[src/source/periph_pkg.sv]
// *********************************************************
// Peripheral subsystem definitions: address map, register
// indices and bus widths shared by the bridge and peripherals
// *********************************************************

package periph_pkg;

  // Bus widths
  localparam int ADDR_WIDTH = 8;
  localparam int DATA_WIDTH = 32;

  // Peripheral select, address bits 7 to 4
  localparam logic [3:0] SEL_INTC  = 4'd0;
  localparam logic [3:0] SEL_GPIO  = 4'd1;
  localparam logic [3:0] SEL_TIMER = 4'd2;

  // Register index, address bits 3 to 2
  typedef logic [1:0] reg_idx_t;

  // GPIO registers
  localparam reg_idx_t REG_GPIO_OUT    = 2'd0;
  localparam reg_idx_t REG_GPIO_OE     = 2'd1;
  localparam reg_idx_t REG_GPIO_IN     = 2'd2;
  localparam reg_idx_t REG_GPIO_IRQ_EN = 2'd3;

  // Timer registers
  localparam reg_idx_t REG_TMR_CTRL  = 2'd0;
  localparam reg_idx_t REG_TMR_CMP   = 2'd1;
  localparam reg_idx_t REG_TMR_COUNT = 2'd2;

  // Interrupt controller registers
  localparam reg_idx_t REG_INTC_PENDING = 2'd0;
  localparam reg_idx_t REG_INTC_ENABLE  = 2'd1;
  localparam reg_idx_t REG_INTC_CLAIM   = 2'd2;

endpackage : periph_pkg

[src/source/periph_bridge.sv]
// *********************************************************
// Register port bridge: four-phase req/ack handshake, address
// decode into peripheral strobes and read-data return
// *********************************************************

`timescale 1ns/10ps

module periph_bridge
  import periph_pkg::*;
(
  input  logic                  clk_i,
  input  logic                  reset_i,

  // Bus master side
  input  logic                  req_i,
  input  logic                  we_i,
  input  logic [ADDR_WIDTH-1:0] addr_i,
  input  logic [DATA_WIDTH-1:0] wdata_i,
  output logic [DATA_WIDTH-1:0] rdata_o,
  output logic                  err_o,
  output logic                  ack_o,

  // Peripheral side
  output logic                  intc_sel_o,
  output logic                  gpio_sel_o,
  output logic                  tmr_sel_o,
  output logic                  we_o,
  output reg_idx_t              idx_o,
  output logic [DATA_WIDTH-1:0] wdata_o,
  input  logic [DATA_WIDTH-1:0] intc_rdata_i,
  input  logic [DATA_WIDTH-1:0] gpio_rdata_i,
  input  logic [DATA_WIDTH-1:0] tmr_rdata_i
);

  typedef enum logic [1:0] {
    IDLE   = 2'd0,
    ACCESS = 2'd1,
    ACK    = 2'd2
  } state_t;

  state_t                state_q;
  state_t                state_d;
  logic [3:0]            sel_field;
  logic                  hit_intc;
  logic                  hit_gpio;
  logic                  hit_tmr;
  logic                  mapped;
  logic                  in_access;
  logic [DATA_WIDTH-1:0] sel_rdata;
  logic [DATA_WIDTH-1:0] rdata_q;
  logic                  err_q;

  // Address decode
  assign sel_field = addr_i[ADDR_WIDTH-1:ADDR_WIDTH-4];
  assign hit_intc  = (sel_field == SEL_INTC);
  assign hit_gpio  = (sel_field == SEL_GPIO);
  assign hit_tmr   = (sel_field == SEL_TIMER);
  assign mapped    = hit_intc | hit_gpio | hit_tmr;
  assign in_access = (state_q == ACCESS);

  // One-cycle strobes, none for an unmapped address
  assign intc_sel_o = in_access & hit_intc;
  assign gpio_sel_o = in_access & hit_gpio;
  assign tmr_sel_o  = in_access & hit_tmr;
  assign we_o       = we_i;
  assign idx_o      = addr_i[3:2];
  assign wdata_o    = wdata_i;

  always_comb begin
    sel_rdata = '0;
    if (hit_intc) begin
      sel_rdata = intc_rdata_i;
    end else if (hit_gpio) begin
      sel_rdata = gpio_rdata_i;
    end else if (hit_tmr) begin
      sel_rdata = tmr_rdata_i;
    end
  end

  // Handshake FSM
  always_comb begin
    state_d = state_q;
    case (state_q)
      IDLE:    if (req_i) state_d = ACCESS;
      ACCESS:  state_d = ACK;
      ACK:     if (!req_i) state_d = IDLE;
      default: state_d = IDLE;
    endcase
  end

  always_ff @(posedge clk_i) begin
    if (reset_i) begin
      state_q <= IDLE;
      rdata_q <= '0;
      err_q   <= 1'b0;
    end else begin
      state_q <= state_d;
      if (in_access) begin
        rdata_q <= sel_rdata;
        err_q   <= ~mapped;
      end
    end
  end

  assign ack_o   = (state_q == ACK);
  assign rdata_o = rdata_q;
  assign err_o   = err_q;

  // Master must still hold its request when the ack arrives
  a_ack_needs_req : assert property (@(posedge clk_i) disable iff (reset_i)
    $rose(ack_o) |-> req_i);

  a_one_strobe : assert property (@(posedge clk_i) disable iff (reset_i)
    $onehot0({intc_sel_o, gpio_sel_o, tmr_sel_o}));

endmodule : periph_bridge

[src/source/periph_timer.sv]
// *********************************************************
// Compare timer with a free-running counter that wraps to
// zero on reaching the compare value and pulses an expiry
// *********************************************************

`timescale 1ns/10ps

module periph_timer
  import periph_pkg::*;
#(
  parameter int TIMER_WIDTH = 16
) (
  input  logic                  clk_i,
  input  logic                  reset_i,
  input  logic                  sel_i,
  input  logic                  we_i,
  input  reg_idx_t              idx_i,
  input  logic [DATA_WIDTH-1:0] wdata_i,
  output logic [DATA_WIDTH-1:0] rdata_o,
  output logic                  expired_o
);

  logic                   en_q;
  logic [TIMER_WIDTH-1:0] cmp_q;
  logic [TIMER_WIDTH-1:0] count_q;
  logic                   wr_ctrl;
  logic                   wr_cmp;
  logic                   wr_count;

  assign wr_ctrl  = sel_i & we_i & (idx_i == REG_TMR_CTRL);
  assign wr_cmp   = sel_i & we_i & (idx_i == REG_TMR_CMP);
  assign wr_count = sel_i & we_i & (idx_i == REG_TMR_COUNT);

  // Match pulses in the same cycle the counter wraps
  assign expired_o = en_q & (count_q == cmp_q);

  always_ff @(posedge clk_i) begin
    if (reset_i) begin
      en_q    <= 1'b0;
      cmp_q   <= '0;
      count_q <= '0;
    end else begin
      if (wr_ctrl) begin
        en_q <= wdata_i[0];
      end
      if (wr_cmp) begin
        cmp_q <= wdata_i[TIMER_WIDTH-1:0];
      end
      // Software write overrides counting
      if (wr_count) begin
        count_q <= wdata_i[TIMER_WIDTH-1:0];
      end else if (expired_o) begin
        count_q <= '0;
      end else if (en_q) begin
        count_q <= count_q + 1'b1;
      end
    end
  end

  always_comb begin
    case (idx_i)
      REG_TMR_CTRL:  rdata_o = DATA_WIDTH'(en_q);
      REG_TMR_CMP:   rdata_o = DATA_WIDTH'(cmp_q);
      REG_TMR_COUNT: rdata_o = DATA_WIDTH'(count_q);
      default:       rdata_o = '0;
    endcase
  end

  a_expired_enabled : assert property (@(posedge clk_i) disable iff (reset_i)
    expired_o |-> en_q);

endmodule : periph_timer

[src/source/periph_gpio.sv]
// *********************************************************
// GPIO block: output and output-enable registers, two-flop
// input synchronizer and rising-edge interrupt pulses
// *********************************************************

`timescale 1ns/10ps

module periph_gpio
  import periph_pkg::*;
#(
  parameter int GPIO_WIDTH = 8
) (
  input  logic                  clk_i,
  input  logic                  reset_i,
  input  logic                  sel_i,
  input  logic                  we_i,
  input  reg_idx_t              idx_i,
  input  logic [DATA_WIDTH-1:0] wdata_i,
  output logic [DATA_WIDTH-1:0] rdata_o,

  // Pins
  input  logic [GPIO_WIDTH-1:0] gpio_i,
  output logic [GPIO_WIDTH-1:0] gpio_o,
  output logic [GPIO_WIDTH-1:0] gpio_oe_o,

  // One pulse per enabled rising edge
  output logic [GPIO_WIDTH-1:0] edge_o
);

  logic [GPIO_WIDTH-1:0] out_q;
  logic [GPIO_WIDTH-1:0] oe_q;
  logic [GPIO_WIDTH-1:0] irq_en_q;
  logic [GPIO_WIDTH-1:0] sync1_q;
  logic [GPIO_WIDTH-1:0] sync2_q;
  logic [GPIO_WIDTH-1:0] prev_q;
  logic [GPIO_WIDTH-1:0] edge_q;
  logic                  wr_en;

  assign wr_en = sel_i & we_i;

  always_ff @(posedge clk_i) begin
    if (reset_i) begin
      out_q    <= '0;
      oe_q     <= '0;
      irq_en_q <= '0;
    end else if (wr_en) begin
      case (idx_i)
        REG_GPIO_OUT:    out_q    <= wdata_i[GPIO_WIDTH-1:0];
        REG_GPIO_OE:     oe_q     <= wdata_i[GPIO_WIDTH-1:0];
        REG_GPIO_IRQ_EN: irq_en_q <= wdata_i[GPIO_WIDTH-1:0];
        default:         ;
      endcase
    end
  end

  // Synchronizer, then edge detect one stage later
  always_ff @(posedge clk_i) begin
    if (reset_i) begin
      sync1_q <= '0;
      sync2_q <= '0;
      prev_q  <= '0;
      edge_q  <= '0;
    end else begin
      sync1_q <= gpio_i;
      sync2_q <= sync1_q;
      prev_q  <= sync2_q;
      edge_q  <= sync2_q & ~prev_q & irq_en_q;
    end
  end

  assign gpio_o    = out_q;
  assign gpio_oe_o = oe_q;
  assign edge_o    = edge_q;

  always_comb begin
    case (idx_i)
      REG_GPIO_OUT:    rdata_o = DATA_WIDTH'(out_q);
      REG_GPIO_OE:     rdata_o = DATA_WIDTH'(oe_q);
      REG_GPIO_IN:     rdata_o = DATA_WIDTH'(sync2_q);
      REG_GPIO_IRQ_EN: rdata_o = DATA_WIDTH'(irq_en_q);
      default:         rdata_o = '0;
    endcase
  end

endmodule : periph_gpio

[src/source/periph_intc.sv]
// *********************************************************
// Interrupt controller with pending and enable bits per
// source, a lowest-number claim register and the irq line
// *********************************************************

`timescale 1ns/10ps

module periph_intc
  import periph_pkg::*;
#(
  parameter int NUM_SRC = 9
) (
  input  logic                  clk_i,
  input  logic                  reset_i,
  input  logic                  sel_i,
  input  logic                  we_i,
  input  reg_idx_t              idx_i,
  input  logic [DATA_WIDTH-1:0] wdata_i,
  output logic [DATA_WIDTH-1:0] rdata_o,
  output logic                  irq_o,
  input  logic [NUM_SRC-1:0]    src_i
);

  logic [NUM_SRC-1:0]    pending_q;
  logic [NUM_SRC-1:0]    enable_q;
  logic [NUM_SRC-1:0]    active;
  logic [NUM_SRC-1:0]    claim_mask;
  logic [NUM_SRC-1:0]    clear_mask;
  logic [DATA_WIDTH-1:0] claim_id;
  logic                  wr_pending;
  logic                  wr_enable;
  logic                  rd_claim;

  assign active     = pending_q & enable_q;
  assign wr_pending = sel_i & we_i & (idx_i == REG_INTC_PENDING);
  assign wr_enable  = sel_i & we_i & (idx_i == REG_INTC_ENABLE);
  assign rd_claim   = sel_i & ~we_i & (idx_i == REG_INTC_CLAIM);

  // Scan downwards so the lowest active source is kept
  always_comb begin
    claim_id   = '0;
    claim_mask = '0;
    for (int i = NUM_SRC - 1; i >= 0; i--) begin
      if (active[i]) begin
        claim_id      = DATA_WIDTH'(i + 1);
        claim_mask    = '0;
        claim_mask[i] = 1'b1;
      end
    end
  end

  always_comb begin
    clear_mask = '0;
    if (wr_pending) begin
      clear_mask = wdata_i[NUM_SRC-1:0];
    end else if (rd_claim) begin
      clear_mask = claim_mask;
    end
  end

  // A new source pulse wins over a clear in the same cycle
  always_ff @(posedge clk_i) begin
    if (reset_i) begin
      pending_q <= '0;
      enable_q  <= '0;
    end else begin
      pending_q <= (pending_q & ~clear_mask) | src_i;
      if (wr_enable) begin
        enable_q <= wdata_i[NUM_SRC-1:0];
      end
    end
  end

  assign irq_o = |active;

  always_comb begin
    case (idx_i)
      REG_INTC_PENDING: rdata_o = DATA_WIDTH'(pending_q);
      REG_INTC_ENABLE:  rdata_o = DATA_WIDTH'(enable_q);
      REG_INTC_CLAIM:   rdata_o = claim_id;
      default:          rdata_o = '0;
    endcase
  end

  a_irq_has_claim : assert property (@(posedge clk_i) disable iff (reset_i)
    irq_o |-> claim_id != '0);

endmodule : periph_intc

[src/source/peripheral_subsystem.sv]
// *********************************************************
// Peripheral subsystem top: bridge, GPIO, compare timer and
// interrupt controller behind one req/ack register port
// *********************************************************

`timescale 1ns/10ps

module peripheral_subsystem
  import periph_pkg::*;
#(
  parameter int GPIO_WIDTH  = 8,
  parameter int TIMER_WIDTH = 16
) (
  input  logic                  clk_i,
  input  logic                  reset_i,

  // Register port
  input  logic                  req_i,
  input  logic                  we_i,
  input  logic [ADDR_WIDTH-1:0] addr_i,
  input  logic [DATA_WIDTH-1:0] wdata_i,
  output logic [DATA_WIDTH-1:0] rdata_o,
  output logic                  err_o,
  output logic                  ack_o,

  // Pins and interrupt
  input  logic [GPIO_WIDTH-1:0] gpio_i,
  output logic [GPIO_WIDTH-1:0] gpio_o,
  output logic [GPIO_WIDTH-1:0] gpio_oe_o,
  output logic                  irq_o
);

  localparam int NUM_SRC = GPIO_WIDTH + 1;

  logic                  intc_sel;
  logic                  gpio_sel;
  logic                  tmr_sel;
  logic                  periph_we;
  reg_idx_t              periph_idx;
  logic [DATA_WIDTH-1:0] periph_wdata;
  logic [DATA_WIDTH-1:0] intc_rdata;
  logic [DATA_WIDTH-1:0] gpio_rdata;
  logic [DATA_WIDTH-1:0] tmr_rdata;
  logic                  tmr_expired;
  logic [GPIO_WIDTH-1:0] gpio_edge;
  logic [NUM_SRC-1:0]    intc_src;

  // Timer is source 0, pin n is source n+1
  assign intc_src = {gpio_edge, tmr_expired};

  periph_bridge i_periph_bridge (
    .clk_i,
    .reset_i,
    .req_i,
    .we_i,
    .addr_i,
    .wdata_i,
    .rdata_o,
    .err_o,
    .ack_o,
    .intc_sel_o   (intc_sel),
    .gpio_sel_o   (gpio_sel),
    .tmr_sel_o    (tmr_sel),
    .we_o         (periph_we),
    .idx_o        (periph_idx),
    .wdata_o      (periph_wdata),
    .intc_rdata_i (intc_rdata),
    .gpio_rdata_i (gpio_rdata),
    .tmr_rdata_i  (tmr_rdata)
  );

  periph_timer #(
    .TIMER_WIDTH (TIMER_WIDTH)
  ) i_periph_timer (
    .clk_i,
    .reset_i,
    .sel_i     (tmr_sel),
    .we_i      (periph_we),
    .idx_i     (periph_idx),
    .wdata_i   (periph_wdata),
    .rdata_o   (tmr_rdata),
    .expired_o (tmr_expired)
  );

  periph_gpio #(
    .GPIO_WIDTH (GPIO_WIDTH)
  ) i_periph_gpio (
    .clk_i,
    .reset_i,
    .sel_i     (gpio_sel),
    .we_i      (periph_we),
    .idx_i     (periph_idx),
    .wdata_i   (periph_wdata),
    .rdata_o   (gpio_rdata),
    .gpio_i,
    .gpio_o,
    .gpio_oe_o,
    .edge_o    (gpio_edge)
  );

  periph_intc #(
    .NUM_SRC (NUM_SRC)
  ) i_periph_intc (
    .clk_i,
    .reset_i,
    .sel_i   (intc_sel),
    .we_i    (periph_we),
    .idx_i   (periph_idx),
    .wdata_i (periph_wdata),
    .rdata_o (intc_rdata),
    .irq_o,
    .src_i   (intc_src)
  );

endmodule : peripheral_subsystem

[config.mk]
export PLATFORM = sky130hd
export DESIGN_NAME = peripheral_subsystem
export DESIGN_NICKNAME = d
export VERILOG_FILES = /design/src/source/periph_pkg.sv /design/src/source/periph_bridge.sv /design/src/source/periph_timer.sv /design/src/source/periph_gpio.sv /design/src/source/periph_intc.sv /design/src/source/peripheral_subsystem.sv
export SDC_FILE = /design/constraint.sdc
export NUM_CORES = 1
export LEC_CHECK = 0
export CAP_MARGIN = 10
export CORE_MARGIN = 2
export CORE_UTILIZATION = 68
export CTS_CLUSTER_SIZE = 12
export DETAILED_ROUTE_END_ITERATION = 10
export DONT_BUFFER_PORTS = 1
export PLACE_DENSITY = 0.87
export SLEW_MARGIN = 0
export SYNTH_ARGS = -nofsm -noshare
export SYNTH_HDL_FRONTEND = slang
export SYNTH_SLANG_ARGS = --single-unit
[constraint.sdc]
create_clock -name clk_i -period 2.9 [get_ports clk_i]
set_clock_uncertainty 0.15 [all_clocks]
set_input_delay 0.29 -clock clk_i [delete_from_list [all_inputs] [get_ports clk_i]]
set_output_delay 0.29 -clock clk_i [all_outputs]
set_load 0.02 [all_outputs]
Yosys cells after proc, flatten, opt, wreduce, memory -nomap -nowiden
Cells that the tools add are included.
{"block": "word_totals", "wordCells": 92, "out_inout_bits": 51, "input_bits": 52, "ff_bits": 142}
{"block": "classes", "reduce_logical": 9, "bitwise_logic": 25, "add_sub_neg": 1, "n_eq_ne": 10, "muxes": 32}
{"operator": "case mux 32 bit (4 select lines)", "count": 1}
{"operator": "2-to-1 mux 9 bit", "count": 11}
{"operator": "2-to-1 mux 32 bit", "count": 3}
{"operator": "2-to-1 mux 16 bit", "count": 3}
{"operator": "case mux 16 bit (3 select lines)", "count": 1}
{"operator": "2-to-1 mux 4 bit", "count": 9}
{"operator": "case mux 9 bit (3 select lines)", "count": 1}
{"operator": "AND 9 bit", "count": 2}
{"operator": "adder 16 x 1 -> 16 bit (second input constant)", "count": 1}
{"operator": "AND 8 bit", "count": 2}
{"operator": "equality test 16 bit", "count": 1}
{"operator": "AND 1 bit", "count": 14}
{"operator": "NOT 9 bit", "count": 1}
{"operator": "OR 9 bit", "count": 1}
{"operator": "OR reduction 9 bit", "count": 1}
{"operator": "NOT 8 bit", "count": 1}
{"operator": "AND reduction 2 bit", "count": 4}
{"operator": "equality test 2 bit (second input constant)", "count": 3}
{"operator": "case mux 2 bit (3 select lines)", "count": 1}
{"operator": "equality test 2 x 1 -> 1 bit (second input constant)", "count": 2}
{"operator": "equality test 4 x 1 -> 1 bit (second input constant)", "count": 1}
{"operator": "equality test 4 x 2 -> 1 bit (second input constant)", "count": 1}
{"operator": "logical NOT 2 bit", "count": 2}
{"operator": "logical NOT 4 bit", "count": 1}
{"operator": "other kinds (5)", "count": 9}

Longest topological paths before layout
Gate-level depths: netlist (run 1).
{"block": "logic_depth", "word_depth": 15, "mapped_depth": 8, "ltp_nobuf": 6}

Modules after synthesis
A second synthesis (run 1) with hierarchy kept.
{"block": "unflattened", "hier_cells": 858, "hier_area_um2": 7842.5}
{"mod": "periph_gpio", "area_each_um2": 2283.4, "n_inst": 1, "seq_area_each_um2": 1121.1, "cells_per_inst": 192}
{"mod": "periph_bridge", "area_each_um2": 2245.9, "n_inst": 1, "seq_area_each_um2": 700.7, "cells_per_inst": 240}
{"mod": "periph_timer", "area_each_um2": 2094.5, "n_inst": 1, "seq_area_each_um2": 660.6, "cells_per_inst": 266}
{"mod": "periph_intc", "area_each_um2": 1218.7, "n_inst": 1, "seq_area_each_um2": 360.3, "cells_per_inst": 160}

Least setup slack after synthesis (run 1)
OpenSTA, ideal clock, no wires.
{"block": "synth_path", "kind": "register to register", "startpoint": "register i_periph_bridge.state_q[1]", "endpoint": "register i_periph_timer.count_q[8]", "synth_period_minus_slack_ns": 1.850, "path_buffers": 2, "required_time_ns": 2.684, "setup_ns": 0.066, "stages_incl_launch_ff": 9, "setup_slack_ns": 1.050, "arrival_ns": 1.634, "cell_sequence": "dfxtp_1 and3b_1 buf_4 and4_1 buf_6 o21ai_4 or3_1 a31o_1 a21oi_2"}
{"block": "synth_via", "elab_chain_cells": 5, "word_cells_on_any_way": 6, "classes_between": "eq/ne (1); mux (1); bitwise (3); reduce/logical (1)"}
{"item": "start: declaration", "line": "periph_bridge.sv:41", "source": "state_t state_q;"}
{"item": "start signal: assignment", "line": "periph_bridge.sv:97", "source": "state_q <= state_d;"}
{"item": "equality test 2 x 1 -> 1 bit *", "line": "periph_bridge.sv:59", "source": "assign in_access = (state_q == ACCESS);"}
{"item": "AND 1 bit *", "line": "periph_bridge.sv:64", "source": "assign tmr_sel_o = in_access & hit_tmr;"}
{"item": "AND 1 bit * (2 in a row)", "line": "periph_timer.sv:32", "source": "assign wr_count = sel_i & we_i & (idx_i == REG_TMR_COUNT);"}
{"item": "nonzero test 3 bit (no line) or 2-to-1 mux 16 bit (tied branches)"}
{"item": "end signal: assignment", "line": "periph_timer.sv:51", "source": "count_q <= wdata_i[TIMER_WIDTH-1:0];"}
{"item": "end signal: assignment", "line": "periph_timer.sv:55", "source": "count_q <= count_q + 1'b1;"}
{"item": "end: declaration", "line": "periph_timer.sv:25", "source": "logic [TIMER_WIDTH-1:0] count_q;"}
Mark *: on every way between the ends. The rest lies on a longest branch, timed or not.
A chain may end at the register's enable or synchronous reset.

Worst setup path after layout (run 1)
{"block": "layout_path", "startpoint": "register i_periph_bridge.state_q[0]", "endpoint": "register i_periph_gpio.out_q[0], in the netlist i_periph_gpio.gpio_o[0]"}
{"block": "layout_via", "elab_chain_cells": 4}
{"item": "equality test 2 x 1 -> 1 bit", "line": "periph_bridge.sv:59"}
{"item": "AND 1 bit", "line": "periph_bridge.sv:63", "source": "assign gpio_sel_o = in_access & hit_gpio;"}
{"item": "AND 1 bit", "line": "periph_gpio.sv:39", "source": "assign wr_en = sel_i & we_i;"}
{"item": "AND reduction 2 bit (no line)"}
{"item": "end signal: assignment", "line": "periph_gpio.sv:48", "source": "REG_GPIO_OUT: out_q <= wdata_i[GPIO_WIDTH-1:0];"}
{"item": "end: declaration", "line": "periph_gpio.sv:30", "source": "logic [GPIO_WIDTH-1:0] out_q;"}
No other way between the ends.

==> results.yml, run 1 <==
timing:
  hold_ws_ns: 0.0157
  finalSetupViolCount: 0
  fmax_mhz: 408
  hold_viol: 0
  min_period_ns: 2.45
  rsz0062_at_grt: "false"
  worst_pin_slew_ns: 0.806
  slew_viol_final: 0
  period_share_pct: 84.5
  slew-limit-headroom_pct: 46.2
  tns_ns: 0
  final.setup.worst_slack_ns: 0.448
finish:
  antenna_cells: 0
  design_area_mm2: 0.00655
  layout-drive-gt1-share_pct: 7.93
  finalNonFillerCells: 824
  layout_common_cells: "nand2_1 (147), dfxtp_1 (126), a21oi_1 (86)"
  fin_util_pct: 80.2
  fin_nets: 759
  area_delta_synth_final_pct: 14.9
  final_common_cell: "nand2_1"
  fillers: 472
worst_setup_path:
  reg2reg_depth: 6
  critical_path_class: "reg -> reg"
  critPathCaptureType: "register"
  cp_cell_sequence: "and3b_1 > nand2_1 > nor3_1 > dlygate4sd3_1 > nand2_1 > a21oi_1"
  worstPathArrival_ns: 2.77
  worstSetupStartpointType: "register"
  crit_required_ns: 3.22
  max_stage_delay_ns: 0.69
  rr_startpoint: "i_periph_bridge.state_q[0]"
  crit_fanout: 10
  cp_slowest_cell: "dlygate4sd3_1"
  crit_start: "i_periph_bridge.state_q[0]"
  critPathMostFrequentCell: "nand2_1"
pwr:
  power_density_mw_per_mm2: 603
  power_mw: 3.95
  ir_worst_vdd_v: 0.000551
  power.leakage_nw: 2.29
floorplan:
  rows: 33
  dieArea_mm2: 0.00914
  start_util_pct: 69.8
  io_pins: 103
  core_area_mm2: 0.00818
  die_y_um: 95.6
  die_w_um: 95.6
global_route:
  grt_start_max_net_pins: 114
  antenna_found_initial: 0
  overflow: 0
  grt_pass1_vias: 5096
  grt_pass1_wl_mm: 26.1
  grt_usage_pct: 38.2
route:
  vias: 5473
  wl_per_cell_um: 20.7
  drc: 0
  vias_per_cell: 6.64
  wirelength_mm: 17.0
  drtAntennaViolNets: 0
  dr.first_iter.drc_count: 786
  first_pass_iters: 7
min_path:
  min_from: "addr_i[3]"
  hold_path_depth: 3
  hp-class: "in -> reg"
synthesis:
  synthFlopType: "dfxtp_1"
  synth_edf_count: 0
  syn_inst: 689
  syn-cell-area_mm2: 0.00570
  async_flop_share_pct: 0
  yosysSeqAreaShare_pct: 44.2
  ys_types: 52
  synth.avg_cell_area_um2: 8.28
  yosysWarnings: 0
  yosys_register_bits: 126
clock_tree:
  clk_path_buf_depth: 2
  cts.sink_count: 126
  cts_buffers: 17
  clk_latency_ns: 0.53
  clk_pin_slew_worst_paths_ns: 0.07
  clock-root-buffer: "clkbuf_8"
  cts_setup_buffers: 0
  cts_tree: "built"
  htree_levels: 4
place:
  io_buffers: 0
  pre_cts_slack_ns: 0.721
  dpl.cell_count: 760
  postPlaceCellArea_mm2: 0.00565
  dp_hpwl_mm: 10.2
  gp_congestion: 0.977
run_status:
  status: "finished, final reports clean"
job:
  drv_cap: 0
-- timing repair --
action / in CTS / in global routing
gates resized for setup: 0 / 0
hold buffers: 31 / 1
endpoints found under the hold margin: 126 / 1
-- cell families after synthesis --
group	synth area share (%)
other	0.0658
buffers and inverters	5.59
AO/OA/AOI/OAI	16.7
adder cells (fa/ha/maj)	0.219
multiplexers	4.91
XOR/XNOR	3.99
AND/OR/NAND/NOR	24.3
flip-flops	44.2
-- routing by layer --
metal | global-route usage (%) | routed length, um
met1 | 47.7 | 6340
met2 | 59.0 | 7850
met3 | 12.4 | 1950
met4 | 19.5 | 876
met5 | 0 | 0
-- final cells by class --
class                           instances  area [um2]  area share (%)
Clock buffer                           17         414            6.32
Sequential cell                       126        2520            38.5
Tap cell                              105         131            2.00
Multi-Input combinational cell        516        2920            44.5
Clock inverter                         15         146            2.23
Inverter                                4        15.0           0.229
Timing Repair Buffer                   41         405            6.19
-- path summary, 6_finish.rpt --
path | end | slack (ns)
worst max-delay path | i_periph_gpio.gpio_o[0] | 0.45
worst min-delay path | i_periph_bridge.rdata_o[2] | 0.02
worst max register to register | i_periph_gpio.gpio_o[0] | 0.45
worst min register to register | i_periph_gpio.sync2_q[5] | 0.29
-- synth_stat cells, types with 3 or more instances --
library cell / count / area, um2
a211oi_1: 3 / 22.5
a21o_1: 4 / 30.0
a21oi_1: 86 / 430
a22oi_1: 19 / 143
a31oi_1: 6 / 37.5
a32oi_1: 4 / 35.0
and2_1: 3 / 18.8
and3_1: 5 / 31.3
and3b_1: 9 / 78.8
buf_1: 3 / 11.3
buf_2: 10 / 50.1
buf_4: 17 / 128
clkbuf_1: 25 / 93.8
dfxtp_1: 126 / 2520
inv_1: 4 / 15.0
mux2i_1: 10 / 100
mux4_2: 8 / 180
nand2_1: 147 / 552
nand3_1: 22 / 110
nand4_1: 11 / 68.8
nor2_1: 41 / 154
nor2b_1: 29 / 181
nor3_1: 8 / 40.0
nor3b_1: 5 / 37.5
o21ai_0: 23 / 115
o22ai_1: 5 / 31.3
or3_1: 3 / 18.8
xnor2_1: 21 / 184
xor2_1: 5 / 43.8
-- sequential cells by signal, indices dropped and copies added (netlist names) --
| register | count |
|---|---|
| i_periph_bridge.state_q | 2 |
| i_periph_gpio.gpio_o | 8 |
| i_periph_gpio.irq_en_q | 8 |
| i_periph_gpio.prev_q | 8 |
| i_periph_gpio.gpio_oe_o | 8 |
| i_periph_timer.count_q | 16 |
| i_periph_gpio.sync2_q | 8 |
| i_periph_gpio.edge_o | 8 |
| i_periph_bridge.err_o | 1 |
| i_periph_timer.cmp_q | 16 |
| i_periph_intc.enable_q | 9 |
| i_periph_timer.en_q | 1 |
| i_periph_gpio.sync1_q | 8 |
| i_periph_intc.pending_q | 9 |
| i_periph_bridge.rdata_o | 16 |
-- power by group --
| group | total, mW | switching, mW | internal [mW] |
|---|---|---|---|
| registers | 1.76 | 0.0136 | 1.75 |
| logic | 0.189 | 0.121 | 0.0689 |
| clock network | 2.00 | 0.905 | 1.10 |
-- worst max-delay path: cells and delay by family, from the launching register on --
kind | cells | cell delay (ns)
compound gates | 1 | 0.15
buf+inv | 1 | 0.69
flops | 1 | 0.40
simple gates | 4 | 0.98
Power figures use the tool's default switching activity.
==> run 2, diff against run 1 <==
CORE_UTILIZATION = 57   (was 68)
PLACE_DENSITY = 0.78   (was 0.87)
clock period = 2.2 ns   (was 2.9 ns; I/O delays follow)
==> run 2 against run 1 <==
Utilization is 9.8 points lower. First-iteration DRC count is 22% lower. Worst setup slack worse by 0.39 ns. Critical path type unchanged. Highest routed layer unchanged. Non-clock buffer count grew 24. Hold slack gained 0.014 ns. Critical path depth stayed put. Routed wire length fell by 3.6%. Sequential cell count unchanged.
==> results.yml, run 2 (synthesis gave the netlist of run 1 again) <==
worst_setup_path:
  worstPathArrival_ns: 2.39
  critical_path_class: "reg -> reg"
  critPathCaptureType: "register"
  worstSetupStartpointType: "register"
  crit_fanout: 12
  reg2reg_depth: 6
  crit_required_ns: 2.45
timing:
  finalSetupViolCount: 0
  slew-limit-headroom_pct: 60.3
  final.setup.worst_slack_ns: 0.0551
  tns_ns: 0
  fmax_mhz: 466
  hold_viol: 0
  min_period_ns: 2.14
  rsz0062_at_grt: "true"
  slew_viol_final: 0
  worst_pin_slew_ns: 0.593
  period_share_pct: 97.5
global_route:
  antenna_found_initial: 0
  grt_start_max_net_pins: 104
  grt_usage_pct: 30.9
  grt_pass1_vias: 5204
  overflow: 0
  grt_pass1_wl_mm: 26.5
place:
  postPlaceCellArea_mm2: 0.00579
  dpl.cell_count: 801
  pre_cts_slack_ns: 0.188
  dp_hpwl_mm: 10.5
  gp_congestion: 0.887
  io_buffers: 0
finish:
  area_delta_synth_final_pct: 20.0
  layout_common_cells: "nand2_1 (147), dfxtp_1 (125), a21oi_1 (86)"
  final_common_cell: "nand2_1"
  fillers: 739
  design_area_mm2: 0.00684
  fin_util_pct: 70.3
  fin_nets: 783
  layout-drive-gt1-share_pct: 10.8
  antenna_cells: 0
  finalNonFillerCells: 876
floorplan:
  start_util_pct: 58.6
  dieArea_mm2: 0.0108
  rows: 36
  die_w_um: 104
  io_pins: 103
  core_area_mm2: 0.00973
  die_y_um: 104
run_status:
  status: "finished, final reports clean"
clock_tree:
  clk_path_buf_depth: 2
  cts_buffers: 17
  htree_levels: 4
  clock-root-buffer: "clkbuf_8"
  cts_tree: "built"
  clk_latency_ns: 0.54
  cts.sink_count: 126
  clk_pin_slew_worst_paths_ns: 0.06
route:
  vias_per_cell: 6.02
  wirelength_mm: 16.4
  drc: 0
  first_pass_iters: 5
  dr.first_iter.drc_count: 615
  drtAntennaViolNets: 0
  wl_per_cell_um: 18.7
  vias: 5270
pwr:
  switching_share_pct: 24.3
  power.leakage_nw: 2.43
  seq_power_share_pct: 44.1
  p_int_mw: 3.99
  pwr-share-comb_pct: 5.0
  p_sw_mw: 1.28
  ir_worst_vdd_v: 0.000590
  power_density_mw_per_mm2: 771
  clockPowerShare_pct: 51.0
job:
  drv_cap: 0
min_path:
  hold_path_depth: 5
  hp-class: "in -> reg"
-- run 2: cell types whose count changed in the layout (fill, tap and decap cells not counted), sizes merged --
| cell | before | now |
|---|---|---|
| clkbuf | 17 | 19 |
| buf | 10 | 24 |
| clkinv | 2 | 3 |
| inv | 13 | 10 |
| bufinv | 0 | 1 |
| dlygate4sd3 | 31 | 41 |
| clkinvlp | 4 | 3 |
-- run 2: routing by layer --
layer  track usage, %  routed length (um)  vias to the layer above
met5                0                   0                        -
met4             14.3                 519                        0
met3             8.46                1670                       48
met2             48.1                7590                      300
met1             40.1                6630                     2466
li1                 -                   -                     2456
-- run 2: final timing paths --
path                                   start                          to  slack (ns)
setup reg to reg  i_periph_bridge.state_q[1]  i_periph_timer.count_q[12]        0.06
setup / recovery  i_periph_bridge.state_q[1]  i_periph_timer.count_q[12]        0.06
hold / removal                     addr_i[6]       i_periph_bridge.err_o        0.03
hold reg to reg     i_periph_gpio.sync1_q[7]    i_periph_gpio.sync2_q[7]        0.29
-- run 2: power by group through the flow --
stage	clock network, mW	registers (mW)	logic [mW]
after CTS	2.71	2.32	0.252
after global placement	0	2.37	0.132
after detailed placement	0	2.37	0.135
after floorplan	0	2.37	0.175
after global routing	2.82	2.33	0.277
final	2.69	2.32	0.262
-- run 2: what timing repair did --
| action | in CTS | in global routing |
|---|---|---|
| buffers inserted | 0 | 1 |
| setup endpoints to repair | 1 | 13 |
| hold buffers | 42 | 0 |
| pin swaps | 0 | 2 |
| hold endpoints to repair | 126 | 0 |
| cloned | 0 | 0 |
| gates resized for setup | 1 | 10 |
-- run 2: final cells by class --
type	instances	area, um2	area share [%]
multi-input combinational	516	2960	43.2
sequential	126	2520	36.9
timing repair buffer	65	611	8.92
clock buffer	19	442	6.45
tap	133	166	2.43
clock inverter	13	130	1.90
inverter	4	15.0	0.219
-- run 2: stage by stage --
step                hold WS, ns  total power, mW
CTS                     0.00260             5.28
global placement          0.149             2.50
detailed placement        0.149             2.51
finish                   0.0301             5.27
floorplan                 0.149             2.54
global route             0.0246             5.43
-- run 2: worst max-delay path: stages (launching register included) --
cell and delay [ns]:
dfxtp_1 0.35, and3b_1 0.26, and4_1 0.42, buf_4 0.26, nor2_1 0.07, nand2_1 0.31, o21ai_0 0.18
